## config.mk

```make
export PLATFORM = sky130hd
export DESIGN_NAME = tlb_resp_merge
export DESIGN_NICKNAME = d
export VERILOG_FILES = /design/src/design/sv32_pkg.sv /design/src/design/tlb_pkg.sv /design/src/design/tlb_resp_merge.sv
export SDC_FILE = /design/constraint.sdc
export NUM_CORES = 1
export LEC_CHECK = 0
export BUFFER_PORTS_ARGS = -buffer_cell sky130_fd_sc_hd__buf_2
export CORE_AREA = 2 2 77 79
export DETAILED_ROUTE_END_ITERATION = 16
export DIE_AREA = 0 0 79 81
export PLACE_DENSITY_LB_ADDON = 0.25
export SYNTH_ARGS = -nofsm -noshare
export SYNTH_HDL_FRONTEND = slang
export SYNTH_SLANG_ARGS = --single-unit
```

## constraint.sdc

```tcl
create_clock -name vclk -period 1.3
set_clock_uncertainty 0.2 [all_clocks]
set_input_delay 0.325 -clock vclk [all_inputs]
set_output_delay 0.325 -clock vclk [all_outputs]
set_load 0.01 [all_outputs]
```

## src/design/sv32_pkg.sv

```systemverilog
package sv32_pkg;

    localparam int VPN_W    = 20;
    localparam int VPN0_W   = 10;
    localparam int PTE_W    = 32;
    localparam int PPN0_LSB = 10;     // The low PPN field sits just above the flag bits.

    // Virtual page number of an Sv32 address, without the page offset.
    typedef logic [VPN_W-1:0] vpn_t;

    // Low VPN field that indexes within a 4 MiB superpage.
    typedef logic [VPN0_W-1:0] vpn0_t;

    // The PPN occupies bits 31 to 10 and the flags occupy bits 9 to 0.
    typedef logic [PTE_W-1:0] pte_t;

endpackage
```

## src/design/tlb_pkg.sv

```systemverilog
package tlb_pkg;

    import sv32_pkg::*;

    localparam int IDX_W = 5;
    localparam int SETS  = 1 << IDX_W;
    localparam int TAG_W = VPN_W - IDX_W;    // Upper VPN bits plus vpn0.

    typedef logic [IDX_W-1:0] idx_t;
    typedef logic [TAG_W-1:0] tag_t;

    // Address fields of the request presented this cycle.
    typedef struct packed {
        idx_t  idx;
        tag_t  tag;
        vpn0_t vpn0;
    } tlb_req_t;

    // Context of last cycle's lookup.
    typedef struct packed {
        logic  lookup;
        idx_t  idx;
        tag_t  tag;
        vpn0_t vpn0;
    } tlb_look_t;

endpackage

```

## src/design/tlb_resp_merge.sv

```systemverilog
`timescale 1ns/1ps

module tlb_resp_merge import sv32_pkg::*, tlb_pkg::*; #(
    parameter int WAYS = 4
) (
    input  tlb_look_t       look,
    input  logic [WAYS-1:0] way_hit,
    input  logic [WAYS-1:0] way_spg,
    input  pte_t [WAYS-1:0] way_pte,
    output logic            pte_hit,
    output logic            spage_out,
    output pte_t            pte_out
);

    pte_t hit_pte;
    pte_t spg_ppn0;

    assign pte_hit   = |way_hit;
    assign spage_out = |(way_hit & way_spg);

    // At most one way hits, so an OR acts as the select.
    always_comb begin
        hit_pte = '0;
        for (int g = 0; g < WAYS; g++) begin
            hit_pte |= way_pte[g] & {PTE_W{way_hit[g]}};
        end
    end

    assign spg_ppn0 = pte_t'(look.vpn0) << PPN0_LSB;    // Page offset bits of a superpage.
    assign pte_out  = spage_out ? (hit_pte | spg_ppn0) : hit_pte;

endmodule

```

---- Word-level counts from Yosys, hierarchy flattened ----
Cells that the tools add are included.
word-level totals
  flip-flop bits (word level) ............. 0
  word-level logic and storage cells ...... 12
  output and inout bits ................... 34
operators by class
  reductions and logical operators ........ 2
  bitwise operators ....................... 9
  multiplexer cells ....................... 1
operators by type and width
  cell             number
  $and 32x32->32   4
  $or 32x32->32    3
  $mux 32          1
  $or 32x20->32    1
  $reduce_or 4->1  2
  $and 4x4->4      1

---- Depth between registers and ports, before layout ----
  depth after elaboration ................. 6
  depth in mapped cells ................... 5
  depth with buffers taken out ............ 3

---- Worst setup path after synthesis ----
No wires, ideal clock.
  path kind ............................... input-to-output
  from .................................... input way_hit[0]
  to ...................................... output pte_hit
  path buffers ............................ 1
  stages on the path ...................... 2
  slack ................................... -0.226 ns
  required time ........................... 0.775 ns
  arrival ................................. 1.001 ns
  cells stage by stage .................... buf_6 -> or4_1
between the ends
  cells in the longest elaborated chain, start to end .. 1
RTL lines
  what                line                  text
  start: declaration  tlb_resp_merge.sv:7   input logic [WAYS-1:0] way_hit,
  $reduce_or 4->1     tlb_resp_merge.sv:18  assign pte_hit = |way_hit;
  end: declaration    tlb_resp_merge.sv:10  output logic pte_hit,
Every way passes these cells.

---- Worst setup path after layout ----
  from .................................... input way_hit[0]
  to ...................................... output pte_out[11]
between the ends
  cells in the longest elaborated chain, start to end .. 6
  elaborated cells between the ends (all ways) .. 8
RTL lines
  what                         line                  text
  $and 32x32->32               tlb_resp_merge.sv:25  hit_pte |= way_pte[g] & {PTE_W{way_hit[g]}};
  $or 32x32->32 (3 in series)  tlb_resp_merge.sv:25
  $or 32x20->32                tlb_resp_merge.sv:30  assign pte_out = spage_out ? (hit_pte | spg_ppn0) : hit_pte;
  $mux 32 *                    tlb_resp_merge.sv:30
  end: declaration             tlb_resp_merge.sv:12  output pte_t pte_out
Mark *: on every way between the ends. The rest lies on a longest branch, timed or not.

==> impl_metrics.env <==
export IMPL_place_congestion=0.7515
export IMPL_critPathCaptureType="output port"
export IMPL_status="finished, violations left"
export IMPL_pin_count=201
export IMPL_vdd_drop_max_mv=0.1726
export IMPL_grtUsageTotal_pct=15.59
export IMPL_leakage_nw=1.255
export IMPL_die_y_um=81
export IMPL_worstMarginPinSlew_ns=0.2018
export IMPL_critical_path_class="input port to output port"
export IMPL_ctsHoldBuffers=0
export IMPL_relSlewSlack_pct=86.55
export IMPL_crit_top_cell="buf_12"
export IMPL_final_max_slew_viol_count=0
export IMPL_die_area_um2=6399
export IMPL_drive_above_1_share_pct=83.33
export IMPL_area_delta_synth_final_pct=197.5
export IMPL_grt_pass1_vias=1689
export IMPL_grt_max_degree=16
export IMPL_num_vias=1798
export IMPL_drtIter0Drc=21
export IMPL_arrival_ns=1.13
export IMPL_syn_area_um2=844.6
export IMPL_drt_wl_total_mm=5.527
export IMPL_hp_class="input port to output port"
export IMPL_drtAntennaViolNets=0
export IMPL_period_share_pct=127.5
export IMPL_vias_per_cell=4.646
export IMPL_fin_nets=481
export IMPL_setup_viol=34
export IMPL_maxCapViolations=0
export IMPL_required_ns=0.77
export IMPL_placementRows=28
export IMPL_worst_slack_ns=-0.3569
export IMPL_grt_setup_unrepaired="true"
export IMPL_cp_max_fo=15
export IMPL_crit_start="way_hit[0]"
export IMPL_antenna_found_initial=0
export IMPL_failed_checks="setup timing"
export IMPL_grt_pass1_wl_mm=8.079
export IMPL_start_kind="input port"
export IMPL_place_inst=373
export IMPL_seq_area_um2=0
export IMPL_synth_largest_area_cell="a22oi_1"
export IMPL_syn_inst=127
export IMPL_diodes=0
export IMPL_core_um2=5675
export IMPL_yosysUniqueCellTypes=10
export IMPL_fmax_mhz=603.5
export IMPL_layout_min_cycle_time_ns=1.657
export IMPL_report_final_hold_viol_count=0
export IMPL_fin_cells=387
export IMPL_hpwl_mm=3.723
export IMPL_synth_most_common_cell="a22oi_1"
export IMPL_seq_area_frac_synth_pct=0
export IMPL_yosysWarnings=0
export IMPL_start_util_pct=14.88
export IMPL_powerDensity_nw_per_um2=363.0
export IMPL_seq_cell_count=0
export IMPL_max_stage_delay_ns=0.19
export IMPL_io_buffer_count=180
export IMPL_total_power_uw=912.1
export IMPL_wire_per_inst_um=14.28
export IMPL_final_clkbuf_count=0
export IMPL_drc_errors=0
export IMPL_synth_top_cells_by_area="a22oi_1 57%, nand2_1 14%, a21o_1 8.9%"
export IMPL_cp_slowest_cell="a22oi_2"
export IMPL_cp_cell_sequence="buf_12, buf_12, a22oi_2, nand2_1, a21o_1, buf_2"
export IMPL_avgSynthCellArea_um2=6.650
export IMPL_synth_fp_nets=294
export IMPL_dr_pass1_iters=4
export IMPL_overflow=0
export IMPL_synth_commonest_cells="64 x a22oi_1, 32 x nand2_1, 10 x a21o_1, 10 x buf_2, 5 x buf_6"
export IMPL_crit_path_end="pte_out[11]"
export IMPL_die_w_um=79
export IMPL_yosysTopAreaCellShare_pct=56.89
final cells by class:
type | instances | area (µm²)
fill | 576 | 3163
multi-input combinational | 110 | 1002
tap | 75 | 93.84
timing repair buffer | 202 | 1416
power breakdown:
group	total [mW]	switching, mW	internal, mW
sequential	0	0	0
clock	0	0	0
combinational	0.912	0.385	0.527
total	0.912	0.385	0.527
how the worst min path moves through the flow:
stage / from / slack, ns / cells after the start / endpoint
CTS: look[4] / 0.73 / 3 / pte_out[14]
floorplan: look[9] / 0.58 / 1 / pte_out[19]
detailed placement: look[4] / 0.73 / 3 / pte_out[14]
global route: look[4] / 0.75 / 3 / pte_out[14]
global placement: look[4] / 0.73 / 3 / pte_out[14]
finish: look[4] / 0.73 / 3 / pte_out[14]
through the flow:
stage                     setup TNS [ns]  hold slack [ns]  cell area (µm²)  utilization, %  setup WS, ns
after floorplan                   -3.990           0.5788            874.6               -       -0.1951
after CTS                         -9.739           0.7329             2496           43.98       -0.3641
after global routing              -10.31           0.7451             2512           44.27       -0.4035
final                             -8.961           0.7312             2512           44.27       -0.3569
after global placement            -10.54           0.7316             1832           32.28       -0.4352
after detailed placement          -10.84           0.7311             1832           32.28       -0.4341
placed cells by master (no fill, tap or decap):
cell,netlist,routed
buf_8,0,2
a22oi_1,64,10
buf_16,0,8
a22oi_4,1,1
nand2_1,32,32
or4_4,0,1
buf_6,5,8
buf_12,0,9
nand2_4,0,1
clkbuf_16,0,1
buf_2,10,174
a21o_1,10,10
a22oi_2,1,55
cell families after synthesis:
logic type      after synthesis  share of synthesized area (%)
compound gates               76                          69.78
buf+inv                      17                          14.37
simple gates                 34                          15.85
what timing repair did:
item	CTS	global route
buffers inserted	6	2
setup endpoints to repair	34	34
pin swaps	29	29
gates cloned	9	1
resized for setup	90	13
critical path, delay by kind of cell:
family	cells	cell delay, ns
simple gates	1	0.07
buf+inv	3	0.40
compound gates	2	0.34
layer usage:
layer / vias to the layer above / share of wire, % / GRT usage [%] / routed length (µm)
met1: 816 / 38 / 18.48 / 2117
met3: 2 / 6.6 / 0.6667 / 363
met4: 0 / 0.27 / 1.034 / 15
li1: 890 / - / - / -
met5: - / 0 / 0 / 0
met2: 90 / 55 / 32.03 / 3031
(Power assumes the default switching activity.)
