==> config.mk <==
export PLATFORM = sky130hd
export DESIGN_NAME = tlb_replace
export DESIGN_NICKNAME = d
export VERILOG_FILES = /design/src/design/sv32_pkg.sv /design/src/design/tlb_pkg.sv /design/src/design/tlb_replace.sv
export SDC_FILE = /design/constraint.sdc
export NUM_CORES = 1
export LEC_CHECK = 0
export BUFFER_PORTS_ARGS = -buffer_cell sky130_fd_sc_hd__buf_2
export CORE_ASPECT_RATIO = 1.75
export CORE_UTILIZATION = 40
export DETAILED_ROUTE_END_ITERATION = 6
export GPL_TIMING_DRIVEN = 1
export RECOVER_POWER = 25
export SETUP_SLACK_MARGIN = 0.2
export SLEW_MARGIN = 20
export SYNTH_ARGS = -nofsm -noshare
export SYNTH_HDL_FRONTEND = slang
export SYNTH_SLANG_ARGS = --single-unit
==> constraint.sdc <==
create_clock -name clk -period 9.1 [get_ports clk]
set_input_delay 1.365 -clock clk [delete_from_list [all_inputs] [get_ports clk]]
set_output_delay 1.365 -clock clk [all_outputs]
set_load 0.1 [all_outputs]
==> src/design/sv32_pkg.sv <==
package sv32_pkg;

    localparam int VPN_W    = 20;
    localparam int VPN0_W   = 10;
    localparam int PTE_W    = 32;
    localparam int PPN0_LSB = 10;     // The low PPN field sits just above the flag bits.

    // Virtual page number of an Sv32 address, without the page offset.
    typedef logic [VPN_W-1:0] vpn_t;

    // Low VPN field that indexes within a 4 MiB superpage.
    typedef logic [VPN0_W-1:0] vpn0_t;

    // The PPN occupies bits 31 to 10 and the flags occupy bits 9 to 0.
    typedef logic [PTE_W-1:0] pte_t;

endpackage
==> src/design/tlb_pkg.sv <==
package tlb_pkg;

    import sv32_pkg::*;

    localparam int IDX_W = 5;
    localparam int SETS  = 1 << IDX_W;
    localparam int TAG_W = VPN_W - IDX_W;    // Upper VPN bits plus vpn0.

    typedef logic [IDX_W-1:0] idx_t;
    typedef logic [TAG_W-1:0] tag_t;

    // Address fields of the request presented this cycle.
    typedef struct packed {
        idx_t  idx;
        tag_t  tag;
        vpn0_t vpn0;
    } tlb_req_t;

    // Context of last cycle's lookup.
    typedef struct packed {
        logic  lookup;
        idx_t  idx;
        tag_t  tag;
        vpn0_t vpn0;
    } tlb_look_t;

endpackage

==> src/design/tlb_replace.sv <==
`timescale 1ns/1ps

module tlb_replace import tlb_pkg::*; #(
    parameter int WAYS = 4
) (
    input  logic            clk,
    input  logic            rstn,
    input  logic            cs,
    input  logic            we,
    input  logic            flush,
    input  tlb_req_t        req,
    input  tlb_look_t       look,
    input  logic [WAYS-1:0] way_hit,
    output logic [WAYS-1:0] victim
);

    localparam int AGE_W = $clog2(WAYS);

    typedef logic [WAYS-1:0][AGE_W-1:0] age_row_t;

    function automatic age_row_t reset_ages();
        age_row_t row;
        for (int g = 0; g < WAYS; g++) begin
            row[g] = AGE_W'(g);
        end
        return row;
    endfunction

    localparam age_row_t AGE_INIT = reset_ages();

    age_row_t         ages [SETS];
    age_row_t         req_ages;
    age_row_t         look_ages;
    age_row_t         fill_row;
    age_row_t         hit_row;
    logic [AGE_W-1:0] hit_age;
    logic             fill;
    logic             hit;

    assign fill      = cs && we;
    assign hit       = |way_hit && !fill;    // A fill right after a lookup takes the update slot.
    assign req_ages  = ages[req.idx];
    assign look_ages = ages[look.idx];

    always_comb begin
        for (int g = 0; g < WAYS; g++) begin
            victim[g] = (req_ages[g] == '0);
        end
    end

    always_comb begin
        hit_age = '0;
        for (int g = 0; g < WAYS; g++) begin
            hit_age |= look_ages[g] & {AGE_W{way_hit[g]}};
        end
    end

    // The victim is always age 0, so every other way moves down by one.
    always_comb begin
        for (int g = 0; g < WAYS; g++) begin
            if (victim[g]) begin
                fill_row[g] = AGE_W'(WAYS - 1);
            end else begin
                fill_row[g] = req_ages[g] - 1'b1;
            end
        end
    end

    always_comb begin
        for (int g = 0; g < WAYS; g++) begin
            if (way_hit[g]) begin
                hit_row[g] = AGE_W'(WAYS - 1);
            end else if (look_ages[g] > hit_age) begin
                hit_row[g] = look_ages[g] - 1'b1;
            end else begin
                hit_row[g] = look_ages[g];
            end
        end
    end

    always_ff @(posedge clk or negedge rstn) begin
        if (!rstn) begin
            for (int s = 0; s < SETS; s++) begin
                ages[s] <= AGE_INIT;
            end
        end else if (flush) begin
            for (int s = 0; s < SETS; s++) begin
                ages[s] <= AGE_INIT;
            end
        end else if (fill) begin
            ages[req.idx] <= fill_row;
        end else if (hit) begin
            ages[look.idx] <= hit_row;
        end
    end

    for (genvar s = 0; s < SETS; s++) begin : g_perm
        logic [WAYS-1:0] seen;

        always_comb begin
            seen = '0;
            for (int g = 0; g < WAYS; g++) begin
                seen[ages[s][g]] = 1'b1;
            end
        end

        a_age_perm: assert property (@(posedge clk) disable iff (!rstn) &seen)
            else $error("Ages of set %0d are not a permutation.", s);
    end

    a_victim_onehot: assert property (@(posedge clk) disable iff (!rstn)
                                      fill |-> $onehot(victim))
        else $error("Fill without a single victim way.");

endmodule

# After elaboration in Yosys (flattened, before gate mapping)
# Index checks and enable logic that the tools add are counted.
# W data, S select, Z words.
[totals]
regBits = 256
output_inout_bits = 4
elab_cells = 191
inputBits = 70
[op_classes]
n_mux = 27
n_addsub = 8
n_bitwise = 9
reduce_logical = 11
magnitude_cmp = 8
[ops]
columns = ["cell", "count"]
rows = [
  ["$mux W256", 3],
  ["$bwmux W256", 2],
  ["$bmux W8 S5", 2],
  ["$demux W8 S5", 2],
  ["$mux W8", 6],
  ["$mux W2", 12],
  ["$sub A2 B1 Y2 const B", 8],
  ["$ge A6 B6 Y1 const B", 2],
  ["$lt A6 B1 Y1 const B", 2],
  ["$not A5 Y6", 2],
  ["$and A2 B2 Y2", 4],
  ["$gt A2 B2 Y1", 4],
  ["$logic_not A2 Y1", 4],
  ["$or A2 B2 Y2", 3],
  ["$logic_and A1 B1 Y1", 4],
  ["$reduce_or A4 Y1", 1],
  ["$reduce_bool A3 Y1", 1],
  ["$logic_not A1 Y1", 1],
]

# Logic depth before layout (Yosys ltp)
[depth]
ltp_word = 15
mapped_depth = 19

# Worst setup path before layout
# Ideal clock, no wire load.
[synth_path]
path_kind = "input to output"
start = "input req[25] (netlist name)"
end = "output victim[2]"
arrival_ps = 4459
slack_ps = 3276
t_required_ps = 7735
path_stages = 10
path_buffers = 6
cell_sequence = "buf_2 > buf_4 > buf_4 > buf_2 > buf_2 > buf_2 > mux4_2 > a22oi_1 > and3_1 > ha_1"
[synth_between]
elab_chain_cells = 5
[synth_rtl]
columns = ["element", "line", "rtl"]
rows = [
  ["start, declared", "tlb_replace.sv:11", "input tlb_req_t req,"],
  ["$not A5 Y6 (implied by the code)", "tlb_replace.sv:42", "assign req_ages = ages[req.idx];"],
  ["$bmux W8 S5", "tlb_replace.sv:42", ""],
  ["$mux W8 (implied by the code) (2 in series)", "tlb_replace.sv:42", ""],
  ["$logic_not A2 Y1", "tlb_replace.sv:47", "victim[g] = (req_ages[g] == '0);"],
  ["end, declared", "tlb_replace.sv:14", "output logic [WAYS-1:0] victim"],
]
# No other way between the ends. The select of a mux whose other input is x is not followed.

==> flow_summary.yaml <==
critical_path:
  cpMostUsedCell: "clkbuf_1"
  slowest_stage: "clkbuf_1"
  crit_path_end_kind: "asynchronous set/reset pin"
  cp.arrival_ps: 7200
  max_stage_delay_ps: 2780
  reg2reg_to: "ages[68]$_DFFE_PN0P_"
  startpoint_type: "primary input"
  cp_top_family: "buffers and inverters"
  worstPathRequired_ps: 9690
  path_cells: "clkbuf_1 -> clkbuf_1 -> buf_16"
  timing.reg2reg.worst_path_depth: 13
  reg2reg_slack_ps: 3930
  r2r_start: "ages[147]$_DFFE_PN0P_"
  criticalPathCategory: "primary input to asynchronous set/reset pin"
  crit_path_max_fanout: 130
  path_buf_inv: 3
final_layout:
  layout-drive-gt1-share_pct: 27.1
  area_growth_pct: 6.59
  fillers: 3653
  multi_input_area_sq_um: 8660
  regArea_sq_um: 6570
  stdcell_count: 1967
  layout.nets: 1540
  diodes: 0
  top_register: "ages"
  reg_top3: "ages x256"
  largest_reg_flops: 256
cts:
  clk-insertion-delay-late_ps: 560
  cts_buffers: 25
  htree_levels: 1
  clock-sinks: 256
  cts_setup_buffers: 0
  clockBufferDepth: 3
  cts-root-buf: "clkbuf_16"
  hold_buffers: 0
  path_clk_slew_ps: 60
  cts_tree: "done"
  ctsResizeCount: 0
logic_synthesis:
  netlist_top_cells_area: "dfstp_2, dfrtp_1, mux4_2, mux2i_1, o21ai_0"
  yosys.cell_types.count: 70
  synthesis.nets: 1615
  synth.most_common_cell: "nand2_1"
  synth.cell_area_sq_um: 15900
  synth-edff-count: 0
  synth_top_cell_area_share_pct: 21.1
  ys_seq_elements: 256
  async_flop_share_pct: 100
  synthTopCellsByCount: "nand2_1, o21ai_0, dfrtp_1, dfstp_2, mux2i_1"
  yosysTopAreaCell: "dfstp_2"
  yosysSeqAreaShare_pct: 41.2
  yosys_warnings: 0
  syn_inst: 1533
  avgSynthCellArea_sq_um: 10.4
  synthFlopType: "dfstp_2"
timing:
  finalCriticalPeriod_ps: 6610
  fin_crit_sh_pct: 72.6
  fin_tns_setup_ps: 0
  slew_violations: 129
  setup-violations-final: 0
  max_freq_mhz: 151
  setup_ws_ps: 2490
  hold_viol: 0
  skew_ps: 22.4
  slew_headroom_pct: -167
  rsz0062_at_grt: "false"
  tightest_slew_ps: 4000
pwr:
  leakagePower_nw: 6.63
  vdd.ir_drop.worst_mv: 0.136
  pwr_density_cell_nw_per_um2: 211
  design_power_total_w: 0.00359
die:
  die_height_um: 266
  start_util_pct: 40.5
  core_sq_um: 39300
  die_w_um: 153
  fp-row-count: 96
  die_area_sq_um: 40600
  pin_count: 74
worst_hold_path:
  min_to: "ages[229]$_DFFE_PN1P_"
  min_path_type: "flop to flop"
  hp-start: "ages[229]$_DFFE_PN1P_"
  min_path_cells: 2
job:
  maxCapViolCount: 2
status:
  violations: "DRC, capacitance limit, slew limit"
  status: "finished, violations left"
placed_design:
  place_hpwl_um: 44300
  place.gp.congestion: 1.02
  dp.cells: 1919
  pre_cts_ws_ps: 2120
  io_buffer_count: 22
detailed_routing:
  via_count: 13415
  drt-pass1-iter-count: 7
  routed_wl_um: 64300
  drc: 1
  drt_iter0_drc: 1389
  vias_per_cell: 6.82
  postRouteAntennaNets: 0
  wl_per_cell_um: 32.7
grt:
  grt_pass1_vias: 13251
  grt_pass1_wl_um: 93300
  antenna_found_initial: 0
  track_usage_pct: 32.0
  grt.overflow.total: 0
  grt_max_degree: 184
stage by stage:
stage	area (sq um)	util [%]	hold slack, ps
final	17000	43.2	478
after CTS	17000	43.2	479
after detailed placement	16200	41.2	470
after global routing	17000	43.2	490
after floorplan	15900	-	459
after global placement	16200	41.2	464
placed cells by master, fill, tap and decap left out, drive strengths merged, types with 5 or more instances in the layout:
cell type and count:
nand2 197, o21ai 187, dfrtp 128, dfstp 128, mux2i 107, mux4 73, o221ai 67, o22ai 60
nor2 43, buf 43, or3 42, nand3 41, clkbuf 36, mux2 35, a21oi 29, a22oi 28
nor3 20, nor4 16, a211o 15, a31oi 13, o21ba 12, ha 12, nand2b 10, o211ai 10
clkinv 8, inv 8, nor3b 8, nand3b 7, or2 7, or4bb 6, or4 6, and3 6
a22o 6, or3b 6, and3b 5, nand4 5, nor2b 5
where the power goes:
group / switching, W / leakage, nW / total, W / internal (W)
Combinational: 0.000644 / 3.14 / 0.000995 / 0.000350
Clock: 0.000482 / 0.392 / 0.00105 / 0.000570
Sequential: 0.000129 / 3.10 / 0.00154 / 0.00141
layout make-up:
type                       instances  area share, %
multi-input combinational       1123           51.0
inverter                           7          0.155
tap                              490           3.61
clock buffer                      34           4.13
timing repair buffer              45           1.86
sequential                       256           38.7
clock inverter                    12          0.553
routing by layer:
metal	global-route usage (%)	share of wire [%]	wire (um)	up-vias
li1	-	-	-	5730
met1	36.4	36	22800	6758
met2	53.1	48	31100	693
met3	4.62	6.4	4100	234
met4	27.4	9.7	6210	0
met5	0	0	0	-
worst max path at each step:
stage	startpoint	endpoint	slack, ps	cells past startpoint
detailed placement	look[25]	ages[100]$_DFFE_PN0P_	2120	14
floorplan	req[25]	victim[2]	3280	10
global route	rstn	ages[177]$_DFFE_PN0P_	1530	2
CTS	look[25]	ages[100]$_DFFE_PN0P_	2710	14
finish	rstn	ages[193]$_DFFE_PN0P_	2490	3
global placement	look[25]	ages[100]$_DFFE_PN0P_	2120	14
cell families after synthesis:
| family | Yosys count | share of synthesized area, % |
|---|---|---|
| compound gates | 450 | 19.2 |
| simple gates | 441 | 14.0 |
| flops | 256 | 41.2 |
| mux | 215 | 19.5 |
| buf+inv | 154 | 4.82 |
| fa+ha+maj | 12 | 0.943 |
| xor+xnor | 5 | 0.275 |
worst reg2reg max path: stages, from the launching register on:
cell and delay (ps):
dfrtp_1 390, mux2i_1 770, o22ai_1 350, nor4_1 250, nand2_1 190, a222oi_1 370
a21boi_0 550, ha_1 350, a21oi_1 200, a21bo_2 250, a21oi_2 560, buf_4 420
nor4_1 120, a211o_1 290
(Power assumes the default switching activity.)
