## src/design/sv32_pkg.sv

```systemverilog
package sv32_pkg;

    localparam int VPN_W    = 20;
    localparam int VPN0_W   = 10;
    localparam int PTE_W    = 32;
    localparam int PPN0_LSB = 10;     // The low PPN field sits just above the flag bits.

    // Virtual page number of an Sv32 address, without the page offset.
    typedef logic [VPN_W-1:0] vpn_t;

    // Low VPN field that indexes within a 4 MiB superpage.
    typedef logic [VPN0_W-1:0] vpn0_t;

    // The PPN occupies bits 31 to 10 and the flags occupy bits 9 to 0.
    typedef logic [PTE_W-1:0] pte_t;

endpackage
```

## src/design/tlb_pkg.sv

```systemverilog
package tlb_pkg;

    import sv32_pkg::*;

    localparam int IDX_W = 5;
    localparam int SETS  = 1 << IDX_W;
    localparam int TAG_W = VPN_W - IDX_W;    // Upper VPN bits plus vpn0.

    typedef logic [IDX_W-1:0] idx_t;
    typedef logic [TAG_W-1:0] tag_t;

    // Address fields of the request presented this cycle.
    typedef struct packed {
        idx_t  idx;
        tag_t  tag;
        vpn0_t vpn0;
    } tlb_req_t;

    // Context of last cycle's lookup.
    typedef struct packed {
        logic  lookup;
        idx_t  idx;
        tag_t  tag;
        vpn0_t vpn0;
    } tlb_look_t;

endpackage

```

## src/design/tlb_req_decode.sv

```systemverilog
`timescale 1ns/1ps

module tlb_req_decode import sv32_pkg::*, tlb_pkg::*; (
    input  logic      clk,
    input  logic      rstn,
    input  logic      cs,
    input  logic      we,
    input  vpn_t      vpn,
    input  logic      spage_in,
    input  logic      flush,
    output tlb_req_t  req,
    output tlb_look_t look
);

    localparam int HI_W = VPN_W - VPN0_W - IDX_W;

    logic            fill_spg;
    logic [HI_W-1:0] vpn_hi;
    vpn0_t           vpn0;

    assign vpn0     = vpn[VPN0_W-1:0];
    assign vpn_hi   = vpn[VPN_W-1:VPN0_W+IDX_W];
    assign fill_spg = cs && we && spage_in;    // Only a superpage fill stores a masked tag.

    assign req.idx  = vpn[VPN0_W +: IDX_W];
    assign req.tag  = {vpn_hi, vpn0 & {VPN0_W{~fill_spg}}};
    assign req.vpn0 = vpn0;

    always_ff @(posedge clk or negedge rstn) begin
        if (!rstn) begin
            look <= '0;
        end else begin
            look.lookup <= cs && !we && !flush;    // A flush kills a lookup of the same cycle.
            look.idx    <= req.idx;
            look.tag    <= req.tag;
            look.vpn0   <= req.vpn0;
        end
    end

endmodule

```

## config.mk

```make
export PLATFORM = sky130hd
export DESIGN_NAME = tlb_req_decode
export DESIGN_NICKNAME = d
export VERILOG_FILES = /design/src/design/sv32_pkg.sv /design/src/design/tlb_pkg.sv /design/src/design/tlb_req_decode.sv
export SDC_FILE = /design/constraint.sdc
export NUM_CORES = 1
export LEC_CHECK = 0
export BUFFER_PORTS_ARGS = -buffer_cell sky130_fd_sc_hd__buf_2
export CORE_ASPECT_RATIO = 1.4
export CORE_UTILIZATION = 39
export DETAILED_ROUTE_END_ITERATION = 7
export HOLD_SLACK_MARGIN = 0.15
export PLACE_DENSITY = 0.87
export SYNTH_ARGS = -nofsm -noshare
export SYNTH_HDL_FRONTEND = slang
export SYNTH_SLANG_ARGS = --single-unit
```

## constraint.sdc

```tcl
create_clock -name clk -period 0.8 [get_ports clk]
set_input_delay 0.12 -clock clk [delete_from_list [all_inputs] [get_ports clk]]
set_output_delay 0.12 -clock clk [all_outputs]
set_load 0.02 [all_outputs]
```

## Yosys cells after proc, flatten, opt, wreduce, memory -nomap -nowiden

Index checks and enable logic that the tools add are counted.
Widths: inputs -> output; s select.

| word-level totals | value |
|---|---|
| register bits after elaboration | 31 |

| cells by class | value |
|---|---|
| reduce and logical (&&, ||, !) cells | 6 |
| bitwise operators | 2 |

Operator list:

| operator | number |
|---|---|
| $and 10x10->10 | 1 |
| $logic_and 1x1->1 | 4 |
| $logic_not 1->1 | 2 |
| $not 1->1 | 1 |

## Logic depth before layout (Yosys ltp)

Gate-level depths: netlist of run 1.

| depth | value |
|---|---|
| word-level depth | 4 |
| mapped depth | 2 |
| mapped depth without buffers | 2 |

## Least setup slack after synthesis of run 1

OpenSTA, ideal clock, no wires.

| path | value |
|---|---|
| path kind | in2reg |
| start | input spage_in |
| end | register look[10] (netlist name) |
| library setup time | 0.155 ns |
| data required time | 0.645 ns |
| setup slack | 0.174 ns |
| buffers on the path | 0 |
| arrival | 0.471 ns |
| cell stages on the path | 2 |
| cells stage by stage | nand3_2 and2_1 |

RTL lines:

| element | RTL line | text |
|---|---|---|
| from (decl) | tlb_req_decode.sv:9 | `input logic spage_in,` |
| to (decl) | tlb_req_decode.sv:12 | `output tlb_look_t look` |

## Final worst setup path of run 1

| path | value |
|---|---|
| start | register look[29] (netlist name) |
| end | output look[29] (netlist name) |

No word-level cell between the ends.

==> tab_implementation.tex, run 1 <==
\begin{tabular}{lr}
\hline
Metric & Value \\
\hline
\multicolumn{2}{l}{\textbf{Outcome}} \\
Result of the run & finished, violations left \\
Failing checks & hold timing, setup timing \\
\multicolumn{2}{l}{\textbf{Timing}} \\
Setup repair after global routing missed its margin & yes \\
WHS & -0.0864 ns \\
Final slew viol count & 0 \\
Setup violations, final & 31 \\
Tmin final & 1.00 ns \\
Final-report hold violation count & 10 \\
Slew of the pin with the lowest slew margin & 0.262 ns \\
TNS Setup & -5.38 ns \\
Highest attainable clock frequency & 0.999 GHz \\
Fraction of the cycle the final worst path needs & 125\% \\
Normalized max-slew margin & 82.5\% \\
Min setup slack post-route & -0.201 ns \\
\multicolumn{2}{l}{\textbf{Placement}} \\
Final Wtd Congestion & 0.658 \\
Half-perimeter wire length after placement & 1.68 mm \\
Worst slack at placement & -0.125 ns \\
Count of port buffers added during placement & 86 \\
\multicolumn{2}{l}{\textbf{Detailed routing}} \\
Drc violations & 0 \\
Mean number of vias per cell & roughly 4.5 \\
Sum of routed wire length over all layers & 3.18 mm \\
Count of vias placed by the detailed router & 843 \\
Routed Antenna Nets & 0 \\
Violation count after the first detailed-route iteration & 27 \\
Number of detailed-route iterations in the first pass & 4 \\
Wire length per cell & 16.8 um \\
\multicolumn{2}{l}{\textbf{Critical path}} \\
Critical path arrival & 0.88 ns \\
Cell chain of the critical path & buf\_6 \\
Nature of the critical path endpoint & output port \\
Type of the setup path with the least slack & register to output port \\
Delay-heaviest family, CP & flip-flops \\
Maximum net fanout on the critical path & 1 \\
CP bufs+invs & 1 \\
Slowest CP cell & sky130\_fd\_sc\_hd\_\_dfrtp\_1 \\
Startpoint type of the worst setup path & register \\
Slowest cell delay on critical path & 0.41 ns \\
Required time of the critical path & $\sim$0.68 ns \\
\multicolumn{2}{l}{\textbf{Global route}} \\
Antenna violations before repair & 0 \\
All-layer global routing usage & 25.0\% \\
Maximum number of pins on one net before global-route repair & 22 \\
Global-route congestion overflow total & 0 \\
Vias in the first global route & 860 \\
First-pass GRT wire length & 4.62 mm \\
\multicolumn{2}{l}{\textbf{Cells and area}} \\
Share of cells above drive strength 1 & between 70\% and 80\% \\
Antenna Diode Count & 0 \\
Filler cells & 139 \\
Largest register by flop count & look \\
Number of flip-flops under the largest register name & 31 \\
Area growth from synthesis to final layout & 85.1\% \\
Leading registers by flop count & look: 31 flops \\
Net total in the final layout & 180 \\
\multicolumn{2}{l}{\textbf{Floorplanning}} \\
Placeable core region & 2420 um2 \\
Width of the die & 44.9 um \\
Initial Util & 41.6\% \\
Count of boundary I/O pins & 87 \\
Cell row count & 21 \\
Chip Height & 62.1 um \\
Die outline area & 2790 um2 \\
\multicolumn{2}{l}{\textbf{Synthesis}} \\
Sequential share of the synthesized area & a little under 80\% \\
Count of yosys warnings during synthesis & 0 \\
Syn\_nets & 89 \\
Average cell area after synthesis & between 15 and 20 um2 \\
Number of flip-flops and latches in the synthesized netlist & 31 \\
Cell taking the most area after synthesis & sky130\_fd\_sc\_hd\_\_dfrtp\_1 \\
Top area cells in the synthesized netlist & sky130\_fd\_sc\_hd\_\_dfrtp\_1, sky130\_fd\_sc\_hd\_\_buf\_4, sky130\_fd\_sc\_hd\_\_and2\_1, sky130\_fd\_sc\_hd\_\_nand3\_2, sky130\_fd\_sc\_hd\_\_nor3b\_1 \\
Unique masters post-synth & 5 \\
Number of instances in the synthesized netlist & 63 \\
Proportion of netlist area held by the largest area contributor & just under 80\% \\
Post-Synthesis Cell Area & 1010 um2 \\
\multicolumn{2}{l}{\textbf{Clock network}} \\
Clock root buffer & sky130\_fd\_sc\_hd\_\_clkbuf\_4 \\
Clock tree from TritonCTS & built \\
CTS Hold Bufs & 14 \\
Number of buffers inserted during clock tree synthesis & 5 \\
Number of clock sinks & 31 \\
Buffer levels on the longest clock path & 2 \\
Clock slew seen by the registers of the worst setup and hold paths & $\sim$0.10 ns \\
Clock H-tree levels & 2 \\
\multicolumn{2}{l}{\textbf{Pwr}} \\
Final Total Pwr & 3.77 mW \\
Total power divided by cell area & 2030 nW/um2 \\
Total leakage power & 0.959 nW \\
Worst vdd ir & 1.85 mV \\
\multicolumn{2}{l}{\textbf{Worst hold path}} \\
Worst hold path class & input port to register \\
\multicolumn{2}{l}{\textbf{Job}} \\
Max-cap violations & 0 \\
\hline
\end{tabular}
## area by class of cell
type / instances / area, um2 / area share, %
clock inverters: 2 / 35.0 / 1.88
flip-flops and latches: 31 / 776 / 41.7
repair buffers: 103 / 827 / 44.4
well taps: 34 / 42.5 / 2.28
multi-input cells: 13 / 130 / 6.99
clock buffers: 6 / 51.3 / 2.76
## path summary, 6_finish.rpt
kind / start / to / slack (ns) / depth (start not counted)
worst max-delay path: look[29] / look[29] / -0.20 / 1
worst min-delay path: vpn[9] / look[9] / -0.09 / 1
max in group asynchronous: rstn / look[15] / 0.27 / 3
min in group asynchronous: rstn / look[0] / 0.26 / 3
## routing by layer
layer / track usage (%) / vias up / share of wire, % / routed length, um
met2: 39.3 / 69 / 50 / 1580
met5: 0 / - / 0 / 0
met1: 29.3 / 406 / 36 / 1160
li1: - / 360 / - / -
met3: 11.3 / 8 / 12 / 386
met4: 11.3 / 0 / 1.8 / 56
## cells in the mapped netlist
master and n:
sky130_fd_sc_hd__nor3b_1 1, sky130_fd_sc_hd__buf_4 20, sky130_fd_sc_hd__nand3_2 1, sky130_fd_sc_hd__dfrtp_1 31, sky130_fd_sc_hd__and2_1 10
## cells in the final DEF, fill, tap and decap left out
master and n:
sky130_fd_sc_hd__buf_2 42, sky130_fd_sc_hd__buf_6 33, sky130_fd_sc_hd__dfrtp_1 31, sky130_fd_sc_hd__dlygate4sd3_1 14
sky130_fd_sc_hd__buf_4 14, sky130_fd_sc_hd__and2_4 10, sky130_fd_sc_hd__clkbuf_4 5, sky130_fd_sc_hd__nand3_4 2
sky130_fd_sc_hd__nor3b_1 1, sky130_fd_sc_hd__bufinv_16 1, sky130_fd_sc_hd__clkbuf_8 1, sky130_fd_sc_hd__clkinv_2 1
## cell families (layout without fill, tap and decap cells)
family | after synthesis | count (layout) | share of synthesized area (%)
buf+inv | 20 | 111 | 14.9
simple gates | 12 | 13 | 7.96
flops | 31 | 31 | 77.1
## stage by stage
| stage | instance area (um2) | instances | utilization [%] |
|---|---|---|---|
| 2_1_floorplan | 1010 | 63 | - |
| 3_3_place_gp | 1340 | 165 | 55.6 |
| 3_5_place_dp | 1340 | 165 | 55.6 |
| 4_1_cts | 1850 | 188 | 76.6 |
| 5_1_grt | 1860 | 189 | 77.0 |
| 6_report | 1860 | 189 | 77.0 |
## power breakdown
part | total (mW) | internal (mW) | switching, mW
Sequential | 1.70 | 1.65 | 0.0482
Clock | 1.28 | 0.738 | 0.537
Combinational | 0.800 | 0.387 | 0.413
## repair_timing
action,4_1_cts,5_1_grt
resized for setup,88,1
setup endpoints to repair,41,37
buffers inserted,0,1
endpoints found under the hold margin,62,20
cloned,1,0
pin swaps,8,5
(Power assumes the default switching activity.)
==> run 2, diff against run 1 <==
CORE_MARGIN = 4   (was unset)
CORE_UTILIZATION = 33   (was 39)
PLACE_DENSITY = 0.79   (was 0.87)
clock period = 0.9 ns   (was 0.8 ns; I/O delays follow)
==> tab_implementation.tex, run 2 (synthesized netlist as in run 1, its figures left out) <==
\begin{tabular}{lr}
\hline
Metric & Value \\
\hline
\multicolumn{2}{l}{\textbf{Timing}} \\
Setup repair after global routing missed its margin & yes (unchanged) \\
Min setup slack post-route & -0.0238 ns (was -0.201 ns) \\
Slew of the pin with the lowest slew margin & 0.293 ns (was 0.262 ns) \\
Final-report hold violation count & 10 (unchanged) \\
Tmin final & 0.924 ns \\
Highest attainable clock frequency & $\sim$1.1 GHz \\
Fraction of the cycle the final worst path needs & 103\% \\
WHS & -0.0190 ns (was -0.0864 ns) \\
TNS Setup & -0.275 ns (was -5.38 ns) \\
Setup violations, final & 29 (was 31) \\
Final slew viol count & 0 (unchanged) \\
Normalized max-slew margin & 80.5\% (was 82.5\%) \\
\multicolumn{2}{l}{\textbf{Pwr}} \\
Worst vdd ir & 1.42 mV (was 1.85 mV) \\
Total power divided by cell area & 1810 nW/um2 (was 2030 nW/um2) \\
Final Total Pwr & 3.31 mW (was 3.77 mW) \\
Total leakage power & 0.930 nW (was 0.959 nW) \\
\multicolumn{2}{l}{\textbf{Clock network}} \\
Clock slew seen by the registers of the worst setup and hold paths & 0.06 ns (was 0.10 ns) \\
Clock root buffer & sky130\_fd\_sc\_hd\_\_clkbuf\_8 (was sky130\_fd\_sc\_hd\_\_clkbuf\_4) \\
Setup repair bufs after CTS & 0 (unchanged) \\
Clock tree from TritonCTS & built (unchanged) \\
Number of buffers inserted during clock tree synthesis & 5 (unchanged) \\
Buffer levels on the longest clock path & 2 (unchanged) \\
Number of clock sinks & 31 (unchanged) \\
Clock H-tree levels & 2 (unchanged) \\
CTS Hold Bufs & 14 (unchanged) \\
\multicolumn{2}{l}{\textbf{Detailed routing}} \\
Count of vias placed by the detailed router & 778 (was 843) \\
Number of detailed-route iterations in the first pass & 2 (was 4) \\
Mean number of vias per cell & 4.09 (was 4.46) \\
Drc violations & 0 (unchanged) \\
Wire length per cell & 14.0 um (was 16.8 um) \\
Violation count after the first detailed-route iteration & 4 (was 27) \\
Sum of routed wire length over all layers & 2.65 mm (was 3.18 mm) \\
Routed Antenna Nets & 0 (unchanged) \\
\multicolumn{2}{l}{\textbf{Critical path}} \\
Delay-heaviest family, CP & flip-flops (unchanged) \\
Type of the setup path with the least slack & register to output port (unchanged) \\
CP bufs+invs & 1 (unchanged) \\
Critical path arrival & 0.79 ns (was 0.88 ns) \\
Cell chain of the critical path & buf\_6 (unchanged) \\
Required time of the critical path & 0.76 ns (was 0.68 ns) \\
Startpoint type of the worst setup path & register (unchanged) \\
Maximum net fanout on the critical path & 1 (unchanged) \\
Nature of the critical path endpoint & output port (unchanged) \\
Slowest cell delay on critical path & 0.38 ns (was 0.41 ns) \\
Slowest CP cell & sky130\_fd\_sc\_hd\_\_dfrtp\_1 (unchanged) \\
\multicolumn{2}{l}{\textbf{Job}} \\
Max-cap violations & 0 (unchanged) \\
\multicolumn{2}{l}{\textbf{Floorplanning}} \\
Placeable core region & 2910 um2 (was 2420 um2) \\
Width of the die & 54.7 um (was 44.9 um) \\
Cell row count & 23 (was 21) \\
Count of boundary I/O pins & 87 (unchanged) \\
Initial Util & 34.6\% (was 41.6\%) \\
Die outline area & 4010 um2 (was 2790 um2) \\
Chip Height & 73.3 um (was 62.1 um) \\
\multicolumn{2}{l}{\textbf{Placement}} \\
Count of port buffers added during placement & 86 (unchanged) \\
Worst slack at placement & -0.0523 ns (was -0.125 ns) \\
Final Wtd Congestion & 0.614 (was 0.658) \\
\multicolumn{2}{l}{\textbf{Worst hold path}} \\
Worst hold path class & input port to register (unchanged) \\
\multicolumn{2}{l}{\textbf{Global route}} \\
Vias in the first global route & 845 (was 860) \\
Maximum number of pins on one net before global-route repair & 21 (was 22) \\
Antenna violations before repair & 0 (unchanged) \\
First-pass GRT wire length & 3.81 mm (was 4.62 mm) \\
All-layer global routing usage & 14.0\% (was 25.0\%) \\
Global-route congestion overflow total & 0 (unchanged) \\
\multicolumn{2}{l}{\textbf{Cells and area}} \\
Share of cells above drive strength 1 & 64.7\% (was 70.3\%) \\
Leading cell types in the layout, fill and taps excluded & sky130\_fd\_sc\_hd\_\_buf\_2, sky130\_fd\_sc\_hd\_\_dfrtp\_1, sky130\_fd\_sc\_hd\_\_buf\_6 (was sky130\_fd\_sc\_hd\_\_buf\_2, sky130\_fd\_sc\_hd\_\_buf\_6, sky130\_fd\_sc\_hd\_\_dfrtp\_1) \\
Leading cell type in the layout, fill and taps excluded & sky130\_fd\_sc\_hd\_\_buf\_2 (unchanged) \\
Antenna Diode Count & 0 (unchanged) \\
Number of flip-flops under the largest register name & 31 (unchanged) \\
Area growth from synthesis to final layout & 81.6\% (was 85.1\%) \\
Largest register by flop count & look (unchanged) \\
Net total in the final layout & 178 (was 180) \\
Leading registers by flop count & look: 31 flops (unchanged) \\
\multicolumn{2}{l}{\textbf{Outcome}} \\
Failing checks & hold timing, setup timing (unchanged) \\
Result of the run & finished, violations left (unchanged) \\
\hline
\end{tabular}
## run 2: what timing repair did
action / in CTS / in global routing
gates resized for setup: 63 / 6
pin swaps: 0 / 1
endpoints found under the setup margin: 41 / 41
hold endpoints to repair: 62 / 20
cloned: 0 / 1
## run 2: final cells by class
cell class	instances	area (um2)
flip-flops and latches	31	776
multi-input cells	13	115
repair buffers	101	790
well taps	37	46.3
clock buffers	8	100
fillers	236	1080
## run 2: final timing paths
kind                             to  cells after the start  startpoint  slack [ns]
setup / recovery            look[1]                      1     look[1]       -0.02
max in group asynchronous   look[4]                      3        rstn        0.21
min in group asynchronous  look[25]                      2        rstn        0.29
hold / removal              look[8]                      1      vpn[8]       -0.02
## run 2: routing by layer
metal	vias to the layer above	routed length (um)	global-route usage, %
li1	352	-	-
met1	366	751	12.1
met2	54	1550	24.9
met3	6	310	7.71
met4	0	42	6.09
met5	-	0	0
## run 2: per-stage QoR
| stage | hold slack [ns] | util [%] | std cells | instance area, um2 |
|---|---|---|---|---|
| 2_1_floorplan | -0.161 | - | 63 | 1010 |
| 3_3_place_gp | 0.0218 | 46.5 | 167 | 1350 |
| 3_5_place_dp | 0.0329 | 46.5 | 167 | 1350 |
| 4_1_cts | -0.0291 | 61.7 | 189 | 1790 |
| 5_1_grt | -0.0307 | 62.8 | 190 | 1830 |
| 6_report | -0.0190 | 62.8 | 190 | 1830 |
## run 2: power by group
| group | leakage, nW | internal, mW | switching (mW) | total (mW) |
|---|---|---|---|---|
| clock | 0.0515 | 0.696 | 0.452 | 1.15 |
| sequential | 0.366 | 1.47 | 0.0344 | 1.50 |
| combinational | 0.512 | 0.305 | 0.350 | 0.655 |
| total | 0.930 | 2.47 | 0.836 | 3.31 |
